--- src/logic/edge_pkg.sv ---
package edge_pkg;

	////////////////////////////////////////////////////////////////////////////
	// sizes
	////////////////////////////////////////////////////////////////////////////
	localparam int edge_bits       = 32;
	localparam int line_bits       = 512;
	localparam int line_edges      = 16;
	localparam int line_bytes      = 64;
	localparam int offset_bits     = 4;                  // edge index inside a line
	localparam int chunk_bits      = offset_bits + 1;    // 1..16 edges used from a line
	localparam int addr_bits       = 48;
	localparam int idx_bits        = 32;
	localparam int count_bits      = 16;                 // degrees, chunk counts, ids
	localparam int edge_bytes_log2 = 2;
	localparam int idx_pad_bits    = addr_bits - idx_bits - edge_bytes_log2;
	localparam int lane_count      = 3;

	localparam int fifo_depth      = 32;                 // two full lines
	localparam int fifo_margin     = line_edges;
	localparam int fifo_ptr_bits   = $clog2(fifo_depth);
	localparam int fifo_count_bits = fifo_ptr_bits + 1;

	localparam logic [1:0] max_outstanding = 2'd3;      // one command per array

	// sized forms for compares against narrow counters
	localparam logic [chunk_bits-1:0]      chunk_full     = chunk_bits'(line_edges);
	localparam logic [addr_bits-1:0]       line_mask      = ~addr_bits'(line_bytes - 1);
	localparam logic [fifo_count_bits-1:0] fifo_full_used = fifo_count_bits'(fifo_depth);
	localparam logic [fifo_count_bits-1:0] fifo_af_used   =
		fifo_count_bits'(fifo_depth - fifo_margin);

	////////////////////////////////////////////////////////////////////////////
	// encodings
	////////////////////////////////////////////////////////////////////////////
	typedef enum logic [1:0] {
		array_src,
		array_dest,
		array_weight
	} edge_array_t;    // tag value and lane index at once

	typedef enum logic [1:0] {
		op_none,
		op_read_line
	} read_op_t;

	typedef enum logic [2:0] {
		s_idle,
		s_calc,
		s_src,
		s_dest,
		s_weight,
		s_wait
	} seq_state_t;

	typedef struct packed {
		logic [addr_bits-1:0] src_base;
		logic [addr_bits-1:0] dest_base;
		logic [addr_bits-1:0] weight_base;
	} fetch_config_t;

	typedef struct packed {
		logic                  valid;
		logic [idx_bits-1:0]   edges_idx;
		logic [count_bits-1:0] degree;
	} vertex_job_t;

	typedef struct packed {
		edge_array_t            array;
		logic [offset_bits-1:0] offset;    // first useful edge in the line
		logic [chunk_bits-1:0]  count;     // edges taken from the line
	} read_tag_t;

	typedef struct packed {
		logic                 valid;
		read_op_t             op;
		logic [addr_bits-1:0] address;
		read_tag_t            tag;
	} read_cmd_t;

	typedef struct packed {
		logic                 valid;
		read_tag_t            tag;
		logic [line_bits-1:0] data;
	} read_resp_t;

	typedef struct packed {
		logic                  valid;
		logic [count_bits-1:0] id;
		logic [edge_bits-1:0]  src;
		logic [edge_bits-1:0]  dest;
		logic [edge_bits-1:0]  weight;
	} edge_job_t;

endpackage
--- src/logic/response_router.sv ---
`timescale 1ns/1ns

module response_router (
	input  logic                                clock,
	input  logic                                rstn,
	input  edge_pkg::read_resp_t                read_resp,
	output logic [edge_pkg::lane_count-1:0]     lane_load,
	output logic [edge_pkg::line_bits-1:0]      lane_line,
	output edge_pkg::read_tag_t                 lane_tag
);

	logic resp_valid;

	always_ff @(posedge clock or negedge rstn) begin
		if (!rstn)
			resp_valid <= 1'b0;
		else
			resp_valid <= read_resp.valid;
	end

	// line and tag are held until the next response
	// so the chunk count stays readable while the lanes drain
	always_ff @(posedge clock) begin
		if (read_resp.valid) begin
			lane_line <= read_resp.data;
			lane_tag  <= read_resp.tag;
		end
	end

	////////////////////////////////////////////////////////////////////////////
	// tag to one-hot lane strobe
	////////////////////////////////////////////////////////////////////////////
	always_comb begin
		lane_load = '0;
		for (int i = 0; i < edge_pkg::lane_count; i++) begin
			lane_load[i] = resp_valid && (lane_tag.array == edge_pkg::edge_array_t'(i));
		end
	end

endmodule

--- config.mk ---
export PLATFORM = sky130hd
export DESIGN_NAME = response_router
export DESIGN_NICKNAME = d
export VERILOG_FILES = /design/src/logic/edge_pkg.sv /design/src/logic/response_router.sv
export SDC_FILE = /design/constraint.sdc
export NUM_CORES = 1
export LEC_CHECK = 0
export BUFFER_PORTS_ARGS = -buffer_cell sky130_fd_sc_hd__buf_4
export CAP_MARGIN = 20
export CORE_AREA = 3 3 408 410
export DETAILED_ROUTE_END_ITERATION = 10
export DIE_AREA = 0 0 411 413
export PLACE_DENSITY = 0.34
export SLEW_MARGIN = 20
export SYNTH_ARGS = -nofsm -noshare
export SYNTH_HDL_FRONTEND = slang
export SYNTH_SLANG_ARGS = --single-unit
--- constraint.sdc ---
create_clock -name clock -period 1.8 [get_ports clock]
set_clock_uncertainty 0.15 [all_clocks]
set_input_delay 0.18 -clock clock [delete_from_list [all_inputs] [get_ports clock]]
set_output_delay 0.18 -clock clock [all_outputs]
set_load 0.01 [all_outputs]
# [After elaboration in Yosys (flattened, before gate mapping)]
# Index checks and enable logic that the tools add are counted.
[word_totals] input_bits=526 output_inout_bits=526 regBits=524
[classes] n_reduce_logical=4 eq_ne=2
[ops] cell="$logic_and 1x1->1" count=3
[ops] cell="$eq 2x1->1 const B" count=1
[ops] cell="$eq 2x2->1 const B" count=1
[ops] cell="$logic_not 2->1" count=1

# [Depth between registers and ports, before layout]
[depth] ltp_word=2 ltp_mapped=1

# [Worst setup path before layout]
# No wires, ideal clock.
[synth_timing] path_kind="reg-to-output" start="register lane_tag[10] (netlist bit)" end="output port lane_load[1] (netlist bit)" required_ns=1.470 path_slack_ns=0.744 n_path_buf=0 stages_incl_launch_ff=2 arrival_time_ns=0.726 path_cell_list="edfxtp_1 -> and3b_1"
[synth_between] elab_chain_len=2
[synth_rtl] item="start, declared" line="response_router.sv:9" text="output edge_pkg::read_tag_t lane_tag"
[synth_rtl] item="start signal, assigned" line="response_router.sv:26" text="lane_tag <= read_resp.tag;"
[synth_rtl] item="$eq 2x1->1" line="response_router.sv:36" text="lane_load[i] = resp_valid && (lane_tag.array == edge_pkg::edge_array_t'(i));"
[synth_rtl] item="$logic_and 1x1->1" line="response_router.sv:36"
[synth_rtl] item="end, declared" line="response_router.sv:7" text="output logic [edge_pkg::lane_count-1:0] lane_load,"
# Every way passes these cells.

# [Worst setup path in the final report]
[layout_timing] start="register lane_tag[9] (netlist bit)" end="output port lane_load[2] (netlist bit)"
[layout_between] elab_chain_len=2
[layout_rtl] item="$eq 2x2->1" line="response_router.sv:36"
[layout_rtl] item="$logic_and 1x1->1" line="response_router.sv:36"
# Every way passes these cells.

==> metrics list <==
- Result of the run: finished, violations left
- Failing checks: negative setup slack
* Longest Clk Path Bufs: 3
* Core outline area: 162800 um2
- The die covers 169700 um2.
- For this run, the number of Yosys warnings is 0.
- Min setup slack post-route: -0.1677 ns
- Sorting the synthesized cells by area gives the leading types as edfxtp_1 100%, dfrtp_1 0.16%, and3b_1 0.11%.
- # port buffers: 1051
* WL met1: 38.31 mm
- The congestion estimate from routability-driven global placement came to 0.8628.
- The worst path uses 109.3% of the clock period.
- Critical path, cell by cell: buf_4 > and3b_1 > buf_4
* Clock tree from TritonCTS: done
- After layout, the minimum clock period comes to 1.968 ns.
- The layout has 17340 filler cells.
- Post-synth top area cell: edfxtp_1
- Detail Route Antenna Nets: 0
* Slew at the pin with the worst max-slew slack: 0.4509 ns
- The hold violation total from the final report came to 0.
- Synthesis-to-finish area growth: 121.3%
* Slowest stage cell, crit path: edfxtp_1
* DRC viols: 0
- Counting flops and latches in the post-synthesis netlist gives 524.
- Worst Path Arrival: 1.64 ns
- Area share of the leading cell type in the synthesized netlist: 99.65%
- Cell Area, Placed: 26760 um2
* Post-synth net total: 1053
- Number of antenna violations at the first check in global routing: 69
- Largest net degree at the start of global routing: 50
- The first detailed-routing pass ran for 4 iterations.
- Fraction of final layout cells sized beyond drive strength 1: 50.93%
- Initial DRC Count: 524
* Pwr per Cell Area: 952.5 nW/um2
- Peak supply drop: 0.7179 mV
- Summed over all layers, the global routing overflow is 0.
- I/O Pins: 1052
- Met2 WL: 50.19 mm
- RSZ-0062 raised after global routing: yes
- Vias per Instance: 2.907
* Number of vias after detailed routing: 13140
- The worst setup path is captured at an output pin.
- Dividing the detail-routed wire length by the instance count gives 22.81 um.
- Max-slew violation total from the final report: 0
- Number of clock sinks: 524
- Max Fanout on Critical Path: 3
* Post-Synthesis Cells: 527
* Max-slew headroom at the worst pin: 69.94%
* Nets@finish: 2795
- The number of global-route vias before repair was 14410.
- Summing all non-filler instances in the final layout gives an area of 34880 um2.
- By startpoint and endpoint, the worst setup path is classified as flip-flop to output pin.
- CTS built an H-tree with a depth of 3.
* Number of max-capacitance violations reported: 0
- Counting the buffers created by CTS gives 69.
* Classification of the worst-slack hold path: input port to flip-flop
- Static timing analysis puts the maximum clock frequency at 508.2 MHz.
* Placement row count: 148
- Total wire length: 103.1 mm
- The die is 411 um wide.
- After synthesis, the netlist uses 4 different library cells.
* Synthesized area per cell: 29.91 um2
* Root Driver: clkbuf_16
- Once the floorplan was initialized, standard cells occupied 9.682% of the core.
- The most numerous cell type found on the critical path is buf_4.
- The detailed router used layers up to and including met5.
- For this run, the share of the core covered by cells in the final layout is 21.43%.
* Slowest cell delay on critical path: 0.47 ns
- After clock tree synthesis, the clock-pin slew on the worst setup and hold paths is 0.06 ns.
* Leakage: 13.92 nW
- Met3 WL post-DR: 11.89 mm
* All-Layer GR Usage: 11.62%
- Summing every instance area after synthesis gives 15760 um2.
- Of the synthesized area, sequential elements account for 99.81%.
* Setup violators final: 3
- First-pass GRT wire length: 131.4 mm
- The worst setup path is launched from a flip-flop.
- The HPWL after detailed placement is 85.51 mm.
- In this run the vertical extent of the chip is 413 um.
* Sum of internal, switching and leakage power: 33.22 mW
* Critical path required time: 1.47 ns
[layout make-up]
cell class	instances	area, um2	area share, %
Clock buffer	91	1841	5.277
Sequential cell	524	15730	45.10
Tap cell	2175	2721	7.802
Clock inverter	34	316.6	0.9076
Antenna cell	22	55.05	0.1578
Multi-Input combinational cell	3	37.54	0.1076
Timing Repair Buffer	1671	14180	40.65
[logic make-up (layout without fill, tap and decap cells)]
logic type / Yosys count / in the layout / synth area share [%]
buf+inv: 0 / 1796 / 0
flops: 524 / 524 / 99.81
other cells: 0 / 22 / 0
simple gates: 3 / 3 / 0.1905
[synthesized netlist by cell type, drive strengths merged]
library cell	number
and3b	2
dfrtp	1
edfxtp	523
nor3b	1
[state kept, by name, indices dropped and copies added (netlist names)]
signal      flops
resp_valid      1
lane_line     512
lane_tag       11
[worst max-delay path: cells and delay by family (launching register included)]
family / cells / cell delay [ns]
AND/OR/NAND/NOR: 1 / 0.22
buffers and inverters: 2 / 0.31
flip-flops: 1 / 0.47
[routing by layer]
metal / track usage [%] / up-vias
met5: 0 / -
met4: 3.723 / 10
met3: 6.353 / 170
met2: 19.09 / 706
met1: 12.76 / 6550
li1: - / 5704
[placed cells by master (no fill, tap or decap), drive strengths merged]
cell type       n
dlygate4sd3   586
inv             6
nor3b           1
clkinv         22
and3b           2
buf          1085
clkbuf         91
edfxtp        523
clkinvlp        3
diode          22
dfrtp           1
bufinv          3
[power breakdown]
part | switching, mW | leakage, nW | internal, mW
Clock | 5.67 | 1.05 | 7.72
Combinational | 2.13 | 7.74 | 2.73
Sequential | 0.449 | 5.13 | 14.5
[through the flow]
| step | std cells | hold WS, ns | TNS [ns] | setup slack, ns |
|---|---|---|---|---|
| 2_1_floorplan | 527 | -0.2656 | 0 | 0.7441 |
| 3_3_place_gp | 3785 | -0.1655 | 0 | 0.3351 |
| 3_5_place_dp | 3785 | -0.1684 | 0 | 0.3046 |
| 4_1_cts | 4498 | 0.0003029 | -1.145 | -0.2762 |
| 5_1_grt | 4514 | 0.004722 | -1.159 | -0.2932 |
| 6_report | 4520 | 0.08729 | -0.4432 | -0.1677 |
[timing repair]
item,4_1_cts,5_1_grt
gates resized for setup,8,0
hold buffers,586,0
pin swaps,1,0
setup endpoints to repair,6,8
gates cloned,0,0
endpoints found under the hold margin,593,0
setup buffers,2,0
[final timing paths]
| kind | cells after the start | to | slack, ns | from |
|---|---|---|---|---|
| worst max-delay path | 3 | lane_load[2] | -0.17 | lane_tag[9]$_DFFE_PP_ |
| min in group asynchronous | 3 | resp_valid$_DFF_PN0_ | 0.31 | rstn |
| max in group asynchronous | 3 | resp_valid$_DFF_PN0_ | 1.05 | rstn |
| worst min-delay path | 2 | lane_line[270]$_DFFE_PP_ | 0.09 | read_resp[270] |
Note: power is estimated with default switching activity, not from simulation.
