## config.mk

```make
export PLATFORM = sky130hd
export DESIGN_NAME = edge_assembler
export DESIGN_NICKNAME = d
export VERILOG_FILES = /design/src/logic/edge_pkg.sv /design/src/logic/edge_assembler.sv
export SDC_FILE = /design/constraint.sdc
export NUM_CORES = 1
export LEC_CHECK = 0
export BUFFER_PORTS_ARGS = -buffer_cell sky130_fd_sc_hd__buf_2
export CAP_MARGIN = 25
export CORE_MARGIN = 2
export CORE_UTILIZATION = 54
export CTS_BUF_LIST = sky130_fd_sc_hd__clkbuf_8
export DETAILED_ROUTE_END_ITERATION = 7
export GPL_ROUTABILITY_DRIVEN = 0
export HOLD_SLACK_MARGIN = 0.06
export PLACE_DENSITY = 0.88
export SKIP_LAST_GASP = 1
export SLEW_MARGIN = 20
export SYNTH_ARGS = -nofsm -noshare
export SYNTH_HDL_FRONTEND = slang
export SYNTH_SLANG_ARGS = --single-unit
```

## constraint.sdc

```tcl
create_clock -name clock -period 3.65 [get_ports clock]
set_clock_uncertainty 0.1 [all_clocks]
set_input_delay 0.5475 -clock clock [delete_from_list [all_inputs] [get_ports clock]]
set_output_delay 0.5475 -clock clock [all_outputs]
set_load 0.02 [all_outputs]
```

## src/logic/edge_pkg.sv

```systemverilog
package edge_pkg;

	////////////////////////////////////////////////////////////////////////////
	// sizes
	////////////////////////////////////////////////////////////////////////////
	localparam int edge_bits       = 32;
	localparam int line_bits       = 512;
	localparam int line_edges      = 16;
	localparam int line_bytes      = 64;
	localparam int offset_bits     = 4;                  // edge index inside a line
	localparam int chunk_bits      = offset_bits + 1;    // 1..16 edges used from a line
	localparam int addr_bits       = 48;
	localparam int idx_bits        = 32;
	localparam int count_bits      = 16;                 // degrees, chunk counts, ids
	localparam int edge_bytes_log2 = 2;
	localparam int idx_pad_bits    = addr_bits - idx_bits - edge_bytes_log2;
	localparam int lane_count      = 3;

	localparam int fifo_depth      = 32;                 // two full lines
	localparam int fifo_margin     = line_edges;
	localparam int fifo_ptr_bits   = $clog2(fifo_depth);
	localparam int fifo_count_bits = fifo_ptr_bits + 1;

	localparam logic [1:0] max_outstanding = 2'd3;      // one command per array

	// sized forms for compares against narrow counters
	localparam logic [chunk_bits-1:0]      chunk_full     = chunk_bits'(line_edges);
	localparam logic [addr_bits-1:0]       line_mask      = ~addr_bits'(line_bytes - 1);
	localparam logic [fifo_count_bits-1:0] fifo_full_used = fifo_count_bits'(fifo_depth);
	localparam logic [fifo_count_bits-1:0] fifo_af_used   =
		fifo_count_bits'(fifo_depth - fifo_margin);

	////////////////////////////////////////////////////////////////////////////
	// encodings
	////////////////////////////////////////////////////////////////////////////
	typedef enum logic [1:0] {
		array_src,
		array_dest,
		array_weight
	} edge_array_t;    // tag value and lane index at once

	typedef enum logic [1:0] {
		op_none,
		op_read_line
	} read_op_t;

	typedef enum logic [2:0] {
		s_idle,
		s_calc,
		s_src,
		s_dest,
		s_weight,
		s_wait
	} seq_state_t;

	typedef struct packed {
		logic [addr_bits-1:0] src_base;
		logic [addr_bits-1:0] dest_base;
		logic [addr_bits-1:0] weight_base;
	} fetch_config_t;

	typedef struct packed {
		logic                  valid;
		logic [idx_bits-1:0]   edges_idx;
		logic [count_bits-1:0] degree;
	} vertex_job_t;

	typedef struct packed {
		edge_array_t            array;
		logic [offset_bits-1:0] offset;    // first useful edge in the line
		logic [chunk_bits-1:0]  count;     // edges taken from the line
	} read_tag_t;

	typedef struct packed {
		logic                 valid;
		read_op_t             op;
		logic [addr_bits-1:0] address;
		read_tag_t            tag;
	} read_cmd_t;

	typedef struct packed {
		logic                 valid;
		read_tag_t            tag;
		logic [line_bits-1:0] data;
	} read_resp_t;

	typedef struct packed {
		logic                  valid;
		logic [count_bits-1:0] id;
		logic [edge_bits-1:0]  src;
		logic [edge_bits-1:0]  dest;
		logic [edge_bits-1:0]  weight;
	} edge_job_t;

endpackage
```

## src/logic/edge_assembler.sv

```systemverilog
`timescale 1ns/1ns

module edge_assembler (
	input  logic                             clock,
	input  logic                             rstn,
	input  logic [edge_pkg::lane_count-1:0]  lane_ready,
	input  logic [edge_pkg::edge_bits-1:0]   src_head,
	input  logic [edge_pkg::edge_bits-1:0]   dest_head,
	input  logic [edge_pkg::edge_bits-1:0]   weight_head,
	input  logic [edge_pkg::chunk_bits-1:0]  count,
	output logic                             shift,
	output logic                             chunk_done,
	output edge_pkg::edge_job_t              push_edge
);

	logic [edge_pkg::chunk_bits-1:0] sent;       // records of this chunk so far
	logic [edge_pkg::count_bits-1:0] next_id;
	logic                            all_ready;
	logic                            last_sent;

	assign all_ready = &lane_ready;
	assign last_sent = (sent == count);
	assign shift     = all_ready && !last_sent;    // streams step in lockstep

	always_ff @(posedge clock or negedge rstn) begin
		if (!rstn) begin
			sent       <= '0;
			next_id    <= '0;
			chunk_done <= 1'b0;
			push_edge  <= '0;
		end else begin
			push_edge.valid <= shift;
			if (shift) begin
				push_edge.id     <= next_id;
				push_edge.src    <= src_head;
				push_edge.dest   <= dest_head;
				push_edge.weight <= weight_head;
				next_id          <= next_id + 1;
				sent             <= sent + 1;
			end else if (chunk_done) begin
				sent <= '0;
			end

			// one pulse, the cycle after the last push
			chunk_done <= all_ready && last_sent && !chunk_done;
		end
	end

endmodule

```

-- Word level (Yosys, flattened, before mapping)
Cells that the tools add are included.
- bits of input ports: 106
- flip-flop bits (word level): 135
- output and inout port bits: 115
- reductions and logical operators: 7
- mux-type cells: 2
- eq/ne operators: 1
- $add $sub $neg: 2
- operator list (cell ; number):
    adder 16 x 1 -> 16 bit, second input constant ; 1
    two-way mux 5 bit ; 2
    adder 5 x 1 -> 5 bit, second input constant ; 1
    equality test 5 bit ; 1
    logical AND 1 bit ; 3
    AND reduction 3 bit ; 1
    logical NOT 1 bit ; 2
    nonzero test 2 bit ; 1

-- Depth between registers and ports, before layout
- depth after elaboration: 4
- gate-level depth with buffers: 8
- gate-level depth less buffers: 5

-- Worst setup path after synthesis
OpenSTA, ideal clock, no wires.
- path kind: input-to-output
- from: in count[0] (netlist name)
- to: out shift
- arrival: 1642 ps
- buffers on the path: 3
- setup slack: 1361 ps
- stages on the path: 7
- path through: xor2_1 > or2_1 > buf_2 > o21ai_4 > inv_2 > buf_6 > buf_6
- word-level cells in the longest chain between the ends: 3
- ends and longest elaborated chain (element ; line ; source):
    start: declaration ; edge_assembler.sv:10 ; input logic [edge_pkg::chunk_bits-1:0] count,
    equality test 5 bit ; edge_assembler.sv:22 ; assign last_sent = (sent == count);
    logical NOT 1 bit ; edge_assembler.sv:23 ; assign shift = all_ready && !last_sent;
    logical AND 1 bit ; edge_assembler.sv:23 ;
    end: declaration ; edge_assembler.sv:11 ; output logic shift,
Every way passes these cells.

-- Worst setup path after layout
- from: reg sent[0] (netlist name)
- to: out shift
- word-level cells in the longest chain between the ends: 3
- ends and longest elaborated chain (element ; line ; source):
    start: declaration ; edge_assembler.sv:16 ; logic [edge_pkg::chunk_bits-1:0] sent;
    start signal: assignment ; edge_assembler.sv:39 ; sent <= sent + 1;
    equality test 5 bit ; edge_assembler.sv:22 ;
    logical NOT 1 bit ; edge_assembler.sv:23 ;
    logical AND 1 bit ; edge_assembler.sv:23 ;
Every way passes these cells.

==> metrics.txt <==
crit path max fanout=28; via count=3714; htree depth=4; status=finished clean; P&R area growth vs syn=31.7%; Buf/Inv on CP=2; layout cells sized above 1=0.637; Clock transition at path regs=0.08 ns; drc violations=0; CP Cell Sequence=xor2_1 > or2_1 > o21ai_4 > inv_4 > buf_2; Max stage delay on crit path=0.51 ns; crit path launch type=flip-flop; Routed Antenna Nets=0; Min-Delay Path Class=input pin to flip-flop; initial antenna violation count=1; worst vdd ir=0.395 mV; first-pass GRT wire length=19.6 mm; Die Height=104 µm; most frequent cell after synthesis=dfrtp_1; # fillers=684; unrepaired setup endpoints after global routing=no; crit path DAT=between 2 and 2.5 ns; fin crit period=around 3 ns; clock latency on the worst-skew pair=0.42 ns; Via density=5.16; largest area contributor in the netlist=dfrtp_1; Post-CTS Setup Bufs=0; max_cap viols=0; Synth Register Bits=135; fraction of registers with async set/reset=1.00; Synth Warn #=0; Slew Limit Fails=0; static leakage=3.47 nW; Top Ports=between 200 and 250; clock buffer depth=2; critical path class=flip-flop to output port; Syn Nets=451; vias in the first global route=3817; DP Wirelength=8.92 mm; Core Area=0.00973 mm²; row cnt=36; input/output buffers=220; Fin. Hold Viols=0; number of synthesized flops with an enable pin=0; CP Capture Type=output port; critical path depth=5; PwrDens=676 mW/mm²; setup violators final=0; drt pass-1 iters=4; Num CTS Buffers=17; largest net degree at the start of global routing=73; layout net count=approximately 680; Synth cell types=32; top_reg_cell synth=dfrtp_1; die outline area=~0.011 mm²; gr ovfl total=0; cell depth of the worst flop-to-flop path=6; Slowest-stage cell, CP=or2_1; Worst Tran Pin Value=0.600 ns; Synth area leaders=dfrtp_1, mux2_2, mux2_4, xnor2_1, o2111ai_1; sequential area share after synthesis=0.627; WHS Path Cells=2; post-synth top area share=0.627; Final period util=0.818; Clock Sink Count=135; initial core utilization=0.554; gr usage total=0.234; most frequent cells after synthesis=dfrtp_1, mux2_2, xnor2_1, mux2_4, buf_2; CTS tree=done; cell count after synthesis=343; WL per Instance=17.0 µm; final WL=12.3 mm; Slew Limit Headroom=0.600; Fin Setup TNS=0 ns; total power=4.80 mW; CP Data Required Time=3.00 ns; Max Freq=0.335 GHz; die width=between 100 and 150 µm; clock root buffer=clkbuf_8; number of DRC markers in iteration 0=150; Avg Inst Size Synth=15.7 µm²; Netlist Area Pre-Place=0.00539 mm²; CP delay by family, top=buffers and inverters
## what timing repair did
item / 4_1_cts / 5_1_grt
hold endpoints to repair: 37 / 0
hold buffers: 1 / 0
resized for setup: 0 / 0
## where the power goes
part,internal (mW),switching [mW],total (mW)
Combinational,0.609,0.790,1.40
Sequential,1.85,0.220,2.07
Clock,0.777,0.557,1.33
Total,3.24,1.57,4.80
## worst register-to-register path: stages (launching register included)
cell     delay, ns
dfrtp_1       0.44
xor2_1        0.18
or2_1         0.51
o21ai_4       0.14
inv_4         0.38
buf_12        0.30
mux2_2        0.39
## registers in the layout, indices dropped and copies added, names as in the netlist
name	cells
push_edge	113
next_id	16
chunk_done	1
sent	5
## metrics by stage
stage	cells	hold WS [ns]	util	instance area [µm²]	worst slack [ns]
global route	720	0.220	0.730	7100	0.504
floorplan	343	0.152	-	5390	1.36
global placement	686	0.362	0.684	6650	0.955
CTS	719	0.223	0.730	7100	0.646
finish	720	0.249	0.730	7100	0.663
detailed placement	686	0.384	0.684	6650	0.907
## cells by family after synthesis
| logic type | synth area share |
|---|---|
| xor gates and xnor gates | 0.0357 |
| muxes | 0.253 |
| and+or+nand+nor | 0.0295 |
| DFF | 0.627 |
| buffers and inverters | 0.0204 |
| AOI/OAI and AO/OA | 0.0299 |
| adders and majority gates | 0.00464 |
## final cells by class
class | count | area [µm²] | area share
inverter | 4 | 17.5 | 0.00247
tap | 133 | 166 | 0.0234
multi-input combinational | 188 | 1900 | 0.268
antenna | 1 | 2.50 | 0.000352
timing repair buffer | 227 | 1200 | 0.168
clock inverter | 13 | 178 | 0.0250
clock buffer | 19 | 262 | 0.0368
sequential | 135 | 3380 | 0.476
## layout by cell type (no fill, tap or decap)
master | Yosys | routed
xnor2_1 | 20 | 20
buf_2 | 10 | 219
o2111ai_1 | 8 | 8
o21ai_0 | 3 | 3
nand2b_1 | 1 | 1
o22a_1 | 1 | 1
mux2_2 | 95 | 95
nor3_1 | 1 | 1
inv_1 | 3 | 4
or3_1 | 1 | 1
nor2b_1 | 2 | 2
clkinvlp_4 | 0 | 4
o211ai_1 | 4 | 4
buf_4 | 0 | 4
dlygate4sd3_1 | 0 | 1
nand3_1 | 7 | 7
clkinv_2 | 0 | 3
nand2_1 | 2 | 2
ha_1 | 2 | 2
mux2_4 | 19 | 19
and2_1 | 1 | 1
nor2_1 | 4 | 4
clkbuf_8 | 0 | 19
inv_4 | 0 | 1
o221ai_1 | 1 | 1
diode_2 | 0 | 1
inv_6 | 0 | 1
xor2_1 | 2 | 2
and3_1 | 3 | 3
nand4_1 | 2 | 2
mux2i_1 | 1 | 1
and4_1 | 1 | 1
bufinv_16 | 0 | 4
dfrtp_1 | 135 | 135
o21ai_4 | 1 | 1
buf_12 | 0 | 3
or2_1 | 1 | 1
o22ai_1 | 2 | 2
nor4_1 | 3 | 3
## layer usage
layer	track usage	up-vias	routed length, µm
met1	0.275	1835	4760
met2	0.405	152	6540
met4	0.0985	0	279
li1	-	1704	-
met5	0	-	0
met3	0.0664	23	673
## worst paths after layout
| kind | startpoint | endpoint | slack, ns |
|---|---|---|---|
| max | sent[0]$_DFFE_PN0P_ | shift | 0.66 |
| min | src_head[30] | push_edge[94]$_DFFE_PN0P_ | 0.25 |
| max reg2reg | sent[0]$_DFFE_PN0P_ | push_edge[44]$_DFFE_PN0P_ | 1.10 |
| min reg2reg | next_id[15]$_DFFE_PN0P_ | next_id[15]$_DFFE_PN0P_ | 0.38 |
| max in group asynchronous | rstn | push_edge[41]$_DFFE_PN0P_ | 2.13 |
| min in group asynchronous | rstn | push_edge[3]$_DFFE_PN0P_ | 0.56 |
No activity file was read; power rests on OpenSTA's default activity.
