===== src/logic/edge_pkg.sv =====
package edge_pkg;

	////////////////////////////////////////////////////////////////////////////
	// sizes
	////////////////////////////////////////////////////////////////////////////
	localparam int edge_bits       = 32;
	localparam int line_bits       = 512;
	localparam int line_edges      = 16;
	localparam int line_bytes      = 64;
	localparam int offset_bits     = 4;                  // edge index inside a line
	localparam int chunk_bits      = offset_bits + 1;    // 1..16 edges used from a line
	localparam int addr_bits       = 48;
	localparam int idx_bits        = 32;
	localparam int count_bits      = 16;                 // degrees, chunk counts, ids
	localparam int edge_bytes_log2 = 2;
	localparam int idx_pad_bits    = addr_bits - idx_bits - edge_bytes_log2;
	localparam int lane_count      = 3;

	localparam int fifo_depth      = 32;                 // two full lines
	localparam int fifo_margin     = line_edges;
	localparam int fifo_ptr_bits   = $clog2(fifo_depth);
	localparam int fifo_count_bits = fifo_ptr_bits + 1;

	localparam logic [1:0] max_outstanding = 2'd3;      // one command per array

	// sized forms for compares against narrow counters
	localparam logic [chunk_bits-1:0]      chunk_full     = chunk_bits'(line_edges);
	localparam logic [addr_bits-1:0]       line_mask      = ~addr_bits'(line_bytes - 1);
	localparam logic [fifo_count_bits-1:0] fifo_full_used = fifo_count_bits'(fifo_depth);
	localparam logic [fifo_count_bits-1:0] fifo_af_used   =
		fifo_count_bits'(fifo_depth - fifo_margin);

	////////////////////////////////////////////////////////////////////////////
	// encodings
	////////////////////////////////////////////////////////////////////////////
	typedef enum logic [1:0] {
		array_src,
		array_dest,
		array_weight
	} edge_array_t;    // tag value and lane index at once

	typedef enum logic [1:0] {
		op_none,
		op_read_line
	} read_op_t;

	typedef enum logic [2:0] {
		s_idle,
		s_calc,
		s_src,
		s_dest,
		s_weight,
		s_wait
	} seq_state_t;

	typedef struct packed {
		logic [addr_bits-1:0] src_base;
		logic [addr_bits-1:0] dest_base;
		logic [addr_bits-1:0] weight_base;
	} fetch_config_t;

	typedef struct packed {
		logic                  valid;
		logic [idx_bits-1:0]   edges_idx;
		logic [count_bits-1:0] degree;
	} vertex_job_t;

	typedef struct packed {
		edge_array_t            array;
		logic [offset_bits-1:0] offset;    // first useful edge in the line
		logic [chunk_bits-1:0]  count;     // edges taken from the line
	} read_tag_t;

	typedef struct packed {
		logic                 valid;
		read_op_t             op;
		logic [addr_bits-1:0] address;
		read_tag_t            tag;
	} read_cmd_t;

	typedef struct packed {
		logic                 valid;
		read_tag_t            tag;
		logic [line_bits-1:0] data;
	} read_resp_t;

	typedef struct packed {
		logic                  valid;
		logic [count_bits-1:0] id;
		logic [edge_bits-1:0]  src;
		logic [edge_bits-1:0]  dest;
		logic [edge_bits-1:0]  weight;
	} edge_job_t;

endpackage

===== src/logic/edge_job_fifo.sv =====
`timescale 1ns/1ns

module edge_job_fifo (
	input  logic                clock,
	input  logic                rstn,
	input  edge_pkg::edge_job_t push,
	input  logic                pop,
	output logic                almost_full,
	output logic                full,
	output logic                empty,
	output edge_pkg::edge_job_t data_out
);

	edge_pkg::edge_job_t mem [edge_pkg::fifo_depth];

	logic [edge_pkg::fifo_ptr_bits-1:0]   wr_ptr;
	logic [edge_pkg::fifo_ptr_bits-1:0]   rd_ptr;
	logic [edge_pkg::fifo_count_bits-1:0] used;
	logic                                 push_ok;
	logic                                 pop_ok;

	assign full        = (used == edge_pkg::fifo_full_used);
	assign empty       = (used == '0);
	assign almost_full = (used > edge_pkg::fifo_af_used);    // under a line of room
	assign push_ok     = push.valid && !full;
	assign pop_ok      = pop && !empty;

	always_ff @(posedge clock) begin
		if (push_ok)
			mem[wr_ptr] <= push;
	end

	always_ff @(posedge clock or negedge rstn) begin
		if (!rstn) begin
			wr_ptr   <= '0;
			rd_ptr   <= '0;
			used     <= '0;
			data_out <= '0;
		end else begin
			if (push_ok)
				wr_ptr <= wr_ptr + 1;    // wraps at depth
			if (pop_ok)
				rd_ptr <= rd_ptr + 1;

			case ({push_ok, pop_ok})
				2'b10:   used <= used + 1;
				2'b01:   used <= used - 1;
				default: used <= used;
			endcase

			if (pop_ok)
				data_out <= mem[rd_ptr];
			else
				data_out.valid <= 1'b0;
		end
	end

endmodule


===== config.mk =====
export PLATFORM = sky130hd
export DESIGN_NAME = edge_job_fifo
export DESIGN_NICKNAME = d
export VERILOG_FILES = /design/src/logic/edge_pkg.sv /design/src/logic/edge_job_fifo.sv
export SDC_FILE = /design/constraint.sdc
export NUM_CORES = 2
export LEC_CHECK = 0
export BUFFER_PORTS_ARGS = -buffer_cell sky130_fd_sc_hd__buf_2
export CORE_MARGIN = 5
export CORE_UTILIZATION = 28
export CTS_CLUSTER_SIZE = 10
export DETAILED_ROUTE_END_ITERATION = 10
export SETUP_SLACK_MARGIN = 0.15
export SYNTH_ARGS = -nofsm -noshare
export SYNTH_HDL_FRONTEND = slang
export SYNTH_SLANG_ARGS = --single-unit

===== constraint.sdc =====
create_clock -name clock -period 6.16 [get_ports clock]
set_input_delay 0.924 -clock clock [delete_from_list [all_inputs] [get_ports clock]]
set_output_delay 0.924 -clock clock [all_outputs]
set_load 0.01 [all_outputs]

**After elaboration in Yosys (flattened, before gate mapping)**

Memory sizes are Yosys's and may differ from the RTL's.
Cells that the tools add are included.

- Register bits: 129
- Bits in latches: 0
- Memory bits (writable): 3616
- ROM bits: 0
- Input bits: 116
- Output and inout port bits: 116
- Word-level logic and storage cells: 27
- Memories kept: 1

Memory list:

| memory | words | bits a word | rd ports | clocked after Yosys merged registers in | write ports | RTL line | source |
|---|---|---|---|---|---|---|---|
| mem | 32 | 113 | 1 | 0 | 1 | edge_job_fifo.sv:14 | `edge_pkg::edge_job_t mem [edge_pkg::fifo_depth];` |

- $add $sub $neg: 4
- $mul: 0
- Divide/modulo/power cells: 0
- Magnitude comparators: 1
- Equality and inequality tests: 3
- Shifts and indexed selects: 0
- Multiplexer cells: 4
- Bitwise operators: 0
- Reduce and logical (&&, ||, !) cells: 6

Operators with widths:

| cell | number |
|---|---|
| $pmux W6 S2 | 1 |
| $add A5 B1 Y5 const B | 2 |
| $add A6 B1 Y6 const B | 1 |
| $eq A6 B6 Y1 const B | 1 |
| $gt A6 B5 Y1 const B | 1 |
| $logic_not A6 Y1 | 1 |
| $sub A6 B1 Y6 const B | 1 |
| $mux W1 | 3 |
| $eq A2 B1 Y1 const B | 1 |
| $eq A2 B2 Y1 const B | 1 |
| $logic_and A1 B1 Y1 | 2 |
| $logic_not A1 Y1 | 2 |
| $reduce_bool A2 Y1 | 1 |

**Logic depth before layout (Yosys ltp)**

- Depth in word-level cells: 5
- Gate-level depth with buffers: 11

**Worst setup path before layout**

No wires, ideal clock.

- Path kind: input to register
- Start: input port push[112] in the netlist's numbering
- End: memory mem[31][0] in the netlist's numbering (enable)
- Arrival: 6274 ps
- Required time: 5573 ps
- Slack: -701 ps
- Cell stages on the path: 5
- Buffers on the path: 2
- Cells stage by stage: o31a_1 clkbuf_1 nand2_1 buf_2 nor2_1

- Longest elaborated chain between the ends: 3

RTL lines:

| item | RTL line | source |
|---|---|---|
| start: declaration | edge_job_fifo.sv:6 | `input edge_pkg::edge_job_t push,` |
| $logic_and A1 B1 Y1 | edge_job_fifo.sv:25 | `assign push_ok = push.valid && !full;` |
| $mux W1 | edge_job_fifo.sv:29 | `if (push_ok)` |
| $mux W1 (implied by the code) | edge_job_fifo.sv:30 | `mem[wr_ptr] <= push;` |
| end: declaration | edge_job_fifo.sv:14 |  |

No other way between the ends.

**Final worst setup path**

- Start: register rd_ptr[0] in the netlist's numbering
- End: register data_out[27] in the netlist's numbering

- Longest elaborated chain between the ends: 1

RTL lines:

| item | RTL line | source |
|---|---|---|
| start: declaration | edge_job_fifo.sv:17 | `logic [edge_pkg::fifo_ptr_bits-1:0] rd_ptr;` |
| start signal: assignment | edge_job_fifo.sv:43 | `rd_ptr <= rd_ptr + 1;` |
| $mem_v2 Z32 W113 | -- |  |
| end signal: assignment | edge_job_fifo.sv:52 | `data_out <= mem[rd_ptr];` |
| end: declaration | edge_job_fifo.sv:11 | `output edge_pkg::edge_job_t data_out` |

No other way between the ends.
A chain may end at the register's enable or synchronous reset.

==> flow_metrics.env <==
export IMPL_nets=7220
export IMPL_power_mw=71.3
export IMPL_ys_ff_latch=3745
export IMPL_peakVddDrop_mv=0.395
export IMPL_dieArea_sq_um=520000
export IMPL_holdCritPathClass="in -> reg"
export IMPL_critPathLaunch="rd_ptr[0]$_DFFE_PN0P_"
export IMPL_postSynthCellCount=6674
export IMPL_dp_hpwl_mm=202
export IMPL_arrival_ns=4.74
export IMPL_post_drt_wl_per_cell_microns=26.6
export IMPL_cts_buffers=417
export IMPL_htree_levels=5
export IMPL_cp_slowest_cell="dfrtp_4"
export IMPL_pin_count=232
export IMPL_use_met1=0.189
export IMPL_r2r_start="rd_ptr[0]$_DFFE_PN0P_"
export IMPL_via_per_inst=4.95
export IMPL_top_usage_layer="met2"
export IMPL_setup_viol=0
export IMPL_fin_crit_ns=3.93
export IMPL_cts_setup_buffers=0
export IMPL_critPathMaxFanout=36
export IMPL_drc=0
export IMPL_async_flop_share=0.0344
export IMPL_path_class="reg -> reg"
export IMPL_cts_resized_gates=0
export IMPL_grt_max_degree=162
export IMPL_area_growth_pct=15.7
export IMPL_port_buffers=231
export IMPL_synth_warnings=0
export IMPL_ant_nets=0
export IMPL_cpLargestDelayFamily="buffers and inverters"
export IMPL_grt_antenna_before_repair=97
export IMPL_grtUsageMet2=0.235
export IMPL_required_ns=6.97
export IMPL_cts_tree="built"
export IMPL_slew_viol_final=0
export IMPL_cp_common_cell="buf_4"
export IMPL_row_count=261
export IMPL_relSlewSlack=0.0664
export IMPL_slowest_delay_ns=0.93
export IMPL_leakage_nw=51.1
export IMPL_syn_avg_cell_area_sq_um=21.2
export IMPL_rsz0062_at_grt="false"
export IMPL_grt_use_met3=0.0221
export IMPL_cts_buffer_depth=4
export IMPL_netlist_area_sq_um=142000
export IMPL_crit_chain="buf_4 -> nand4bb_4 -> buf_4 -> o22ai_1 -> nor2_1 -> nand4_1 -> o31ai_1"
export IMPL_core_area_sq_um=505000
export IMPL_num_vias=69937
export IMPL_min_delay_start="push[107]"
export IMPL_synth_top_area_frac=0.767
export IMPL_first_iter_violations=7731
export IMPL_dieWidth_microns=721
export IMPL_synth_edf_count=3616
export IMPL_drt_first_pass_iters=6
export IMPL_synth_seq_area_share=0.790
export IMPL_synth_ff_type="edfxtp_1"
export IMPL_grt_usage=0.140
export IMPL_final_common_cell="edfxtp_1"
export IMPL_finalSetupTns_ns=0
export IMPL_critPathBufInv=2
export IMPL_cap_violations=0
export IMPL_start_kind="flip-flop"
export IMPL_outcome="finished, final reports clean"
export IMPL_start_util=0.281
export IMPL_grt_first_pass_wirelength_mm=532
export IMPL_hold_viol_final=0
export IMPL_synth_largest_area_cell="edfxtp_1"
export IMPL_pwr_density_cell_nw_per_um2=435
export IMPL_grt_overflow=0
export IMPL_cts_sinks=3745
export IMPL_synth_area_top_cells="edfxtp_1, mux4_2, mux2i_1, mux2_2, dfrtp_1"
export IMPL_die_height_microns=721
export IMPL_timing_fmax_ghz=0.254
export IMPL_syn_nets=6801
export IMPL_grt_pass1_vias=71417
export IMPL_endpoint_kind="flip-flop"
export IMPL_wirelength_mm=376
export IMPL_clk_pin_slew_worst_paths_ns=0.06
export IMPL_yosysUniqueCellTypes=60
export IMPL_clk_latency_ns=0.96
export IMPL_fin_crit_sh=0.638
export IMPL_clockRootBuffer="clkbuf_16"
export IMPL_worst_pin_slew_ns=1.40
export IMPL_gp_routability_congestion=0.760
export IMPL_fin_skew_ns=0.0635
export IMPL_final_cell_mix="edfxtp_1, mux2i_1, mux4_2, clkbuf_16, o22ai_1"
export IMPL_drive_above_1_share=0.227
cells by family after synthesis:
kind of cell / count (synthesis) / share of synthesized area
DFF: 3745 / 0.790
muxes: 1317 / 0.139
and+or+nand+nor: 402 / 0.0138
xor gates and xnor gates: 11 / 0.000680
buffers and inverters: 387 / 0.0139
adders and majority gates: 11 / 0.00103
AOI/OAI and AO/OA: 801 / 0.0413
per-stage QoR:
stage,setup WS [ns],area [sq um],util,hold WS (ns),std cells
2_1_floorplan,-0.701,142000,-,0.478,6674
3_3_place_gp,1.85,151000,0.300,0.466,13379
3_5_place_dp,1.80,151000,0.300,0.469,13379
4_1_cts,2.15,164000,0.325,0.360,14120
5_1_grt,2.07,164000,0.325,0.425,14123
6_report,2.23,164000,0.325,0.432,14136
worst paths after layout:
path	endpoint	slack, ns	cells after the start
max reg2reg	data_out[27]$_DFFE_PN0P_	2.23	7
min in group asynchronous	data_out[46]$_DFFE_PN0P_	0.57	2
min	mem[16][107]$_DFFE_PP_	0.43	1
max	data_out[27]$_DFFE_PN0P_	2.23	7
max in group asynchronous	data_out[37]$_DFFE_PN0P_	4.08	3
min reg2reg	data_out[28]$_DFFE_PN0P_	0.47	2
synth_stat cells, drive strengths merged, types with 10 or more instances:
cell and instances:
a211oi 37, a22o 74, a22oi 149, buf 260
clkbuf 122, dfrtp 129, edfxtp 3616, ha 10
mux2 297, mux2i 525, mux4 495, nand2 137
nand4 78, nor2 112, nor4 37, o221ai 37
o22a 74, o22ai 298, o31ai 113, xnor2 10
per-layer routing:
layer / part of all wire / wire [microns] / vias to the layer above
li1: - / - / 28890
met1: 0.41 / 154000 / 37381
met2: 0.49 / 185000 / 2976
met3: 0.073 / 27400 / 676
met4: 0.026 / 9690 / 14
met5: 0.00024 / 91 / -
timing repair:
action	4_1_cts	5_1_grt
endpoints found under the hold margin	39	0
setup endpoints to repair	0	0
hold buffers	1	0
layout make-up:
cell class / instances / area, sq um
clock inverter: 28 / 616
timing repair buffer: 382 / 3080
inverter: 5 / 18.8
antenna: 16 / 40.0
sequential: 3745 / 112000
multi-input combinational: 2542 / 28100
fill: 47300 / 341000
clock buffer: 712 / 11700
tap: 6706 / 8390
where the power goes:
part / switching [mW] / internal [mW] / total, mW
logic: 10.6 / 7.18 / 17.8
registers: 1.13 / 29.9 / 31.0
clock network: 9.66 / 12.8 / 22.5
state kept, by name, indices dropped and copies added, names as in the netlist:
| name | cells |
|---|---|
| mem | 3616 |
| data_out | 113 |
| used | 6 |
| rd_ptr | 5 |
| wr_ptr | 5 |
Power figures use the tool's default switching activity.
